File: src/dmix_pkg.sv
// ----------------------------------------------------------
// shared widths, volume format and FSM state encodings
// ----------------------------------------------------------
`default_nettype none

package dmix_pkg;

    // audio sample width, two's complement
    localparam int sample_w = 24;

    // volume word, unsigned Q2.14
    localparam int vol_w = 16;

    // gain of exactly 1.0 in Q2.14
    localparam logic [vol_w-1:0] vol_unity = 16'h4000;

    // mixer sequencing
    typedef enum logic [1:0] {
        MIX_IDLE,
        MIX_ACC,
        MIX_SAT
    } mix_state_e;

    // dac slot handling
    typedef enum logic [1:0] {
        DAC_WAIT,
        DAC_SHIFT,
        DAC_PAD
    } dac_state_e;

endpackage

`default_nettype wire

File: src/channel_mixer.sv
// ----------------------------------------------------------
// sequential multiply-accumulate mixer with 24-bit clamp
// ----------------------------------------------------------
`timescale 1ns/1ps
`default_nettype none

module channel_mixer
    import dmix_pkg::*;
#(
    parameter int NUM_IN = 2
) (
    input  logic                       clk491520,
    input  logic                       rst_ip,

    input  logic [NUM_IN*sample_w-1:0] left_i,
    input  logic [NUM_IN*sample_w-1:0] right_i,
    input  logic [NUM_IN*vol_w-1:0]    vol_i,

    input  logic                       pop_i,
    input  logic                       chan_i,
    output logic [sample_w-1:0]        data_o,
    output logic                       ack_o
);

    localparam int idx_w  = (NUM_IN > 1) ? $clog2(NUM_IN) : 1;
    localparam int prod_w = sample_w + vol_w + 1;
    // shifted product plus headroom for up to four sources
    localparam int acc_w  = sample_w + vol_w - 14 + 3;

    localparam logic signed [acc_w-1:0] sat_max = acc_w'((1 << (sample_w - 1)) - 1);
    localparam logic signed [acc_w-1:0] sat_min = -sat_max - 1;

    mix_state_e                state;
    logic [idx_w-1:0]          src_idx;
    logic                      chan_q;
    logic signed [acc_w-1:0]   acc;
    logic [sample_w-1:0]       cur_sample;
    logic [vol_w-1:0]          cur_vol;
    logic signed [prod_w-1:0]  prod;
    logic signed [prod_w-1:0]  prod_sh;
    logic [sample_w-1:0]       sat_word;

    assign cur_sample = chan_q ? right_i[src_idx*sample_w +: sample_w]
                               : left_i[src_idx*sample_w +: sample_w];
    assign cur_vol    = vol_i[src_idx*vol_w +: vol_w];

    // volume is unsigned, so pad a zero sign bit
    assign prod    = $signed(cur_sample) * $signed({1'b0, cur_vol});
    assign prod_sh = prod >>> 14;

    always_comb begin
        if (acc > sat_max) begin
            sat_word = {1'b0, {(sample_w - 1){1'b1}}};
        end else if (acc < sat_min) begin
            sat_word = {1'b1, {(sample_w - 1){1'b0}}};
        end else begin
            sat_word = acc[sample_w-1:0];
        end
    end

    always_ff @(posedge clk491520) begin
        if (rst_ip) begin
            state   <= MIX_IDLE;
            src_idx <= '0;
            ack_o   <= 1'b0;
        end else begin
            ack_o <= 1'b0;
            case (state)
                MIX_IDLE: if (pop_i) begin
                    src_idx <= '0;
                    state   <= MIX_ACC;
                end
                MIX_ACC: begin
                    src_idx <= src_idx + 1'b1;
                    if (src_idx == idx_w'(NUM_IN - 1)) begin
                        state <= MIX_SAT;
                    end
                end
                MIX_SAT: begin
                    ack_o <= 1'b1;
                    state <= MIX_IDLE;
                end
                default: state <= MIX_IDLE;
            endcase
        end
    end

    // channel latch and accumulator, restarted on each pop
    always_ff @(posedge clk491520) begin
        if (state == MIX_IDLE && pop_i) begin
            chan_q <= chan_i;
            acc    <= '0;
        end else if (state == MIX_ACC) begin
            acc <= acc + $signed(prod_sh[acc_w-1:0]);
        end
        if (state == MIX_SAT) begin
            data_o <= sat_word;
        end
    end

endmodule

`default_nettype wire

File: src/dac_drv.sv
// ----------------------------------------------------------
// i2s dac driver: bck/lrck generation, word requests, shifter
// ----------------------------------------------------------
`timescale 1ns/1ps
`default_nettype none

module dac_drv
    import dmix_pkg::*;
(
    input  logic                clk491520,
    input  logic                rst_ip,

    input  logic [sample_w-1:0] data_i,
    input  logic                ack_i,
    output logic                pop_o,
    output logic                chan_o,

    output logic                bck_o,
    output logic                lrck_o,
    output logic                data_o
);

    dac_state_e          state;
    logic [1:0]          div_cnt;
    logic [4:0]          bit_cnt;
    logic [sample_w-1:0] shreg;
    logic                fall;
    logic                slot_start;

    // bck about to drop on this edge
    assign fall       = bck_o && (div_cnt == 2'd3);
    assign slot_start = fall && (bit_cnt == 5'd31);

    always_ff @(posedge clk491520) begin
        if (rst_ip) begin
            div_cnt <= '0;
            bit_cnt <= 5'd31;
            bck_o   <= 1'b0;
            lrck_o  <= 1'b0;
            // pretend the last slot was right, so the first one is left
            chan_o  <= 1'b1;
            pop_o   <= 1'b0;
            data_o  <= 1'b0;
            state   <= DAC_WAIT;
        end else begin
            div_cnt <= div_cnt + 2'd1;
            pop_o   <= slot_start;
            if (div_cnt == 2'd3) begin
                bck_o <= ~bck_o;
            end
            if (fall) begin
                bit_cnt <= bit_cnt + 5'd1;
                data_o  <= 1'b0;
            end
            if (slot_start) begin
                lrck_o <= ~chan_o;
                chan_o <= ~chan_o;
            end
            case (state)
                DAC_WAIT: if (ack_i) state <= DAC_SHIFT;
                DAC_SHIFT: if (fall) begin
                    // msb goes out one bck after the lrck change
                    data_o <= shreg[sample_w-1];
                    if (bit_cnt == 5'd23) begin
                        state <= DAC_PAD;
                    end
                end
                DAC_PAD: if (slot_start) state <= DAC_WAIT;
                default: state <= DAC_WAIT;
            endcase
        end
    end

    always_ff @(posedge clk491520) begin
        if (state == DAC_WAIT && ack_i) begin
            shreg <= data_i;
        end else if (state == DAC_SHIFT && fall) begin
            shreg <= {shreg[sample_w-2:0], 1'b0};
        end
    end

endmodule

`default_nettype wire

File: src/dmix_top.sv
// ----------------------------------------------------------
// mixer top level: intake, mac mixer and i2s dac driver
// ----------------------------------------------------------
`timescale 1ns/1ps
`default_nettype none

module dmix_top
    import dmix_pkg::*;
#(
    parameter int NUM_IN = 2
) (
    input  logic                       clk491520,
    input  logic                       rst_ip,

    input  logic [NUM_IN*sample_w-1:0] sample_i,
    input  logic [NUM_IN-1:0]          lrck_i,
    input  logic [NUM_IN-1:0]          valid_i,
    input  logic [NUM_IN-1:0]          locked_i,
    input  logic [NUM_IN*vol_w-1:0]    vol_i,

    output logic                       dac_bck_o,
    output logic                       dac_lrck_o,
    output logic                       dac_data_o
);

    logic [NUM_IN*sample_w-1:0] left;
    logic [NUM_IN*sample_w-1:0] right;
    logic                       mix_pop;
    logic                       mix_chan;
    logic                       mix_ack;
    logic [sample_w-1:0]        mix_data;

    sample_intake #(.NUM_IN(NUM_IN)) intake (
        .clk491520(clk491520), .rst_ip(rst_ip),
        .sample_i(sample_i), .lrck_i(lrck_i), .valid_i(valid_i), .locked_i(locked_i),
        .left_o(left), .right_o(right));

    channel_mixer #(.NUM_IN(NUM_IN)) mixer (
        .clk491520(clk491520), .rst_ip(rst_ip),
        .left_i(left), .right_i(right), .vol_i(vol_i),
        .pop_i(mix_pop), .chan_i(mix_chan), .data_o(mix_data), .ack_o(mix_ack));

    // the dac paces every request
    dac_drv dac (
        .clk491520(clk491520), .rst_ip(rst_ip),
        .data_i(mix_data), .ack_i(mix_ack), .pop_o(mix_pop), .chan_o(mix_chan),
        .bck_o(dac_bck_o), .lrck_o(dac_lrck_o), .data_o(dac_data_o));

endmodule

`default_nettype wire

File: src/sample_intake.sv
// ----------------------------------------------------------
// per-source left/right sample holding with lock muting
// ----------------------------------------------------------
`timescale 1ns/1ps
`default_nettype none

module sample_intake
    import dmix_pkg::*;
#(
    parameter int NUM_IN = 2
) (
    input  logic                       clk491520,
    input  logic                       rst_ip,

    input  logic [NUM_IN*sample_w-1:0] sample_i,
    input  logic [NUM_IN-1:0]          lrck_i,
    input  logic [NUM_IN-1:0]          valid_i,
    input  logic [NUM_IN-1:0]          locked_i,

    output logic [NUM_IN*sample_w-1:0] left_o,
    output logic [NUM_IN*sample_w-1:0] right_o
);

    for (genvar i = 0; i < NUM_IN; i++) begin : g_src
        logic [sample_w-1:0] left_q;
        logic [sample_w-1:0] right_q;
        logic [sample_w-1:0] src_sample;

        assign src_sample = sample_i[i*sample_w +: sample_w];

        always_ff @(posedge clk491520) begin
            if (rst_ip) begin
                left_q  <= '0;
                right_q <= '0;
            end else if (!locked_i[i]) begin
                // unlocked source must not leak its last samples
                left_q  <= '0;
                right_q <= '0;
            end else if (valid_i[i]) begin
                // lrck high marks the right channel word
                if (lrck_i[i]) begin
                    right_q <= src_sample;
                end else begin
                    left_q <= src_sample;
                end
            end
        end

        assign left_o[i*sample_w +: sample_w]  = left_q;
        assign right_o[i*sample_w +: sample_w] = right_q;
    end

endmodule

`default_nettype wire

File: config.mk
export PLATFORM = sky130hd
export DESIGN_NAME = dmix_top
export DESIGN_NICKNAME = d
export VERILOG_FILES = /design/src/dmix_pkg.sv /design/src/channel_mixer.sv /design/src/dac_drv.sv /design/src/dmix_top.sv /design/src/sample_intake.sv
export SDC_FILE = /design/constraint.sdc
export NUM_CORES = 1
export LEC_CHECK = 0
export BUFFER_PORTS_ARGS = -buffer_cell sky130_fd_sc_hd__buf_2
export CORE_MARGIN = 2
export CORE_UTILIZATION = 55
export CTS_BUF_LIST = sky130_fd_sc_hd__clkbuf_4
export CTS_CLUSTER_SIZE = 25
export DETAILED_ROUTE_END_ITERATION = 10
export GPL_TIMING_DRIVEN = 1
export HOLD_SLACK_MARGIN = 0.05
export PLACE_DENSITY = 0.7
export SETUP_SLACK_MARGIN = 0.5
export SLEW_MARGIN = 20
export SYNTH_ARGS = -nofsm -noshare
export SYNTH_HDL_FRONTEND = slang
export SYNTH_SLANG_ARGS = --single-unit
export TNS_END_PERCENT = 100
File: constraint.sdc
create_clock -name clk491520 -period 12.08 [get_ports clk491520]
set_clock_uncertainty 0.2 [all_clocks]
set_input_delay 0.604 -clock clk491520 [delete_from_list [all_inputs] [get_ports clk491520]]
set_output_delay 0.604 -clock clk491520 [all_outputs]
set_load 0.02 [all_outputs]
==> run_results.csv <==
group,metric,value,unit
synth,netlist_top_cells_area,"fa_1 (34%), dfxtp_1 (13%), nand2_1 (7.9%)",
clock_tree,cts_tree,"built",
synth,synth_top_area_cell,"fa_1",
synth,syn_nets,3026,
synth,async_flop_share,0,%
place,dp_hpwl,40600,um
final_layout,final_cells,3033,
routing,vias,16537,
die,rows,73,
clock_tree,cts_sinks,192,
power_and_ir_drop,p_seq_share,38.7,%
clock_tree,cts_max_path_buffers,2,
critical_path,crit_type,"reg2reg",
sta,grt_setup_unrepaired,"no",
power_and_ir_drop,pwr-share-comb,45.2,%
global_route,antenna_found_initial,2,
die,die_area,41900,um2
critical_path,crit_path_end_kind,"flip-flop",
clock_tree,cts_max_level,4,
clock_tree,numCtsBuffers,17,
sta,hold_viol,0,
clock_tree,cts_setup_buffers,0,
critical_path,cp_slowest_cell,"edfxtp_1",
critical_path,crit_start,"mixer.chan_q$_DFFE_PP_",
critical_path,r2r_end,"mixer.acc[28]$_SDFFE_PP0P_",
final_layout,syn2layout_area_growth,7.38,%
run,drv_cap,0,
power_and_ir_drop,power.leakage,0.0114,uW
power_and_ir_drop,p_int,1230,uW
global_route,overflow,0,
critical_path,cp.required,12470,ps
critical_path,path_max_fanout,21,
critical_path,r2r_slack,1440,ps
clock_tree,clkTransAtPathRegs,160,ps
synth,synth_cells,2426,
routing,drtIter0Drc,1025,
final_layout,nets,3093,
sta,finalSetupTns,0,ps
outcome,outcome,"completed",
power_and_ir_drop,clkPwrFrac,16.2,%
global_route,grt_start_max_net_pins,49,
power_and_ir_drop,power.total,2050,uW
sta,min_period_over_period,88.1,%
clock_tree,cts_resized,0,
power_and_ir_drop,power.net_switching,821,uW
final_layout,layout-drive-gt1-share,8.66,%
sta,slew_viol_final,0,
power_and_ir_drop,power_density,86.1,nW/um2
sta,maxSlewHeadroom,26.9,%
synth,yosysMostFrequentCell,"nand2_1",
critical_path,worstSetupStartpointType,"flip-flop",
clock_tree,clk_latency,660,ps
routing,antenna_left,0,
final_layout,final_area,23800,um2
die,dieWidth,205,um
critical_path,slowest_delay,1080,ps
clock_tree,hold_buffers,48,
sta,setup_viol,0,
global_route,grt_pass1_vias,17781,
routing,drc,0,
place,globalplace.congestion,0.930,
global_route,grt_pass1_wl,88900,um
critical_path,critical_path.endpoint,"mixer.acc[28]$_SDFFE_PP0P_",
sta,min_period,10640,ps
synth,avgSynthCellArea,9.14,um2
critical_path,reg2reg_from,"mixer.chan_q$_DFFE_PP_",
die,start_util,55.8,%
place,portBuffers,90,
routing,wl,52300,um
die,core_area,39700,um2
synth,synth.top_cell.area_share,33.9,%
routing,dr.pass1.iters,5,
power_and_ir_drop,vdd_ir_drop_max,0.0993,mV
global_route,grt_util_all_layers,27.0,%
routing,viasPerCell,5.45,
synth,syn_area,22200,um2
sta,tightest_slew,1100,ps
synth,yosys-top-cells-count,"nand2_1 (466), inv_1 (445), fa_1 (376)",
synth,ys_seq_area_share,19.5,%
synth,synth_ff_type,"dfxtp_1",
critical_path,cp_common_cell,"fa_1",
power_and_ir_drop,switching_share,40.0,%
die,ios,91,
clock_tree,clockRootBuffer,"clkbuf_4",
synth,yosysWarnings,0,
worst_hold_path,hp-class,"in2reg",
synth,ys_seq_elements,192,
routing,wl_per_cell,17.2,um
critical_path,arrival,11030,ps
critical_path,r2r_cells,36,
synth,synth_edf_count,49,
final_layout,final_util,59.9,%
sta,max_clock_freq,94.0,MHz
die,die_h,205,um
synth,ys_types,54,
place,place_area,23100,um2
place,dp_cells,2951,
final_layout,nFillCells,3399,
==> power groups by stage <==
stage	logic, uW	clock network (uW)	registers [uW]
floorplan	710	0	786
global route	1060	363	801
global placement	879	0	805
CTS	926	339	793
finish	927	332	793
detailed placement	908	0	808
==> sequential cells by signal (all words and copies together) (netlist names), 2 cells and up, named ones only <==
| register | cells |
|---|---|
| dac.div_cnt | 2 |
| dac.bit_cnt | 5 |
| intake.g_src.right_q | 48 |
| dac.shreg | 24 |
| mixer.data_o | 24 |
| mixer.acc | 29 |
| intake.g_src.left_q | 48 |
| mixer.state | 2 |
| dac.state | 2 |
==> cell families (layout without fill, tap and decap cells) <==
group	Yosys count	count (layout)	share of synthesized area, %
compound gates	298	298	8.27
xor+xnor	54	54	2.13
fa+ha+maj	512	512	41.6
buf+inv	551	631	9.32
flops	192	192	19.5
mux	76	76	4.52
other cells	0	2	0
simple gates	743	743	14.6
==> routing by layer <==
| layer | routed length [um] | global-route usage, % | vias up |
|---|---|---|---|
| met4 | 1610 | 9.01 | 0 |
| met3 | 2990 | 4.41 | 96 |
| met2 | 26100 | 46.8 | 493 |
| li1 | - | - | 7599 |
| met5 | 0 | 0 | - |
| met1 | 21500 | 34.4 | 8349 |
==> worst max-delay path: cells and delay by family (launching register included) <==
family | cells | cell delay, ps
AO/OA/AOI/OAI | 16 | 3620
XOR/XNOR | 2 | 270
adder cells (fa/ha/maj) | 8 | 3650
buffers and inverters | 6 | 670
flip-flops | 1 | 1080
multiplexers | 1 | 370
AND/OR/NAND/NOR | 3 | 700
==> cell type report <==
class	instances	area, um2	area share, %
diodes	2	5.00	0.0210
clock buffers	18	135	0.567
clock inverters	14	120	0.504
inverters	445	1670	7.01
multi-input cells	1683	15800	66.5
flip-flops and latches	192	4340	18.2
well taps	525	657	2.76
repair buffers	154	1060	4.47
==> how the worst min path moves through the flow <==
stage	from	to	slack [ps]	cells after the start
5_1_grt	rst_ip	dac.bck_o$_SDFFE_PP0N_	150	2
2_1_floorplan	dac.div_cnt[0]$_SDFF_PP0_	dac.div_cnt[0]$_SDFF_PP0_	200	1
4_1_cts	rst_ip	dac.div_cnt[0]$_SDFF_PP0_	150	2
3_5_place_dp	dac.div_cnt[0]$_SDFF_PP0_	dac.div_cnt[0]$_SDFF_PP0_	210	1
6_report	rst_ip	dac.div_cnt[0]$_SDFF_PP0_	200	2
3_3_place_gp	dac.div_cnt[0]$_SDFF_PP0_	dac.div_cnt[0]$_SDFF_PP0_	210	1
==> placed cells by master, fill, tap and decap left out, types with 49 or more instances in the layout <==
master      n
edfxtp_1   49
nor2b_1    90
a21oi_1   140
buf_2      90
nand2_1   466
dfxtp_1   142
fa_1      376
nor2_1     99
ha_1      136
inv_1     445
==> per-stage QoR <==
step | setup slack [ps] | hold WS [ps]
after floorplan | 2120 | 199
after global placement | 1740 | 208
after detailed placement | 1550 | 211
after CTS | 1470 | 152
after global routing | 777 | 150
final | 1440 | 205
(Power assumes the default switching activity.)
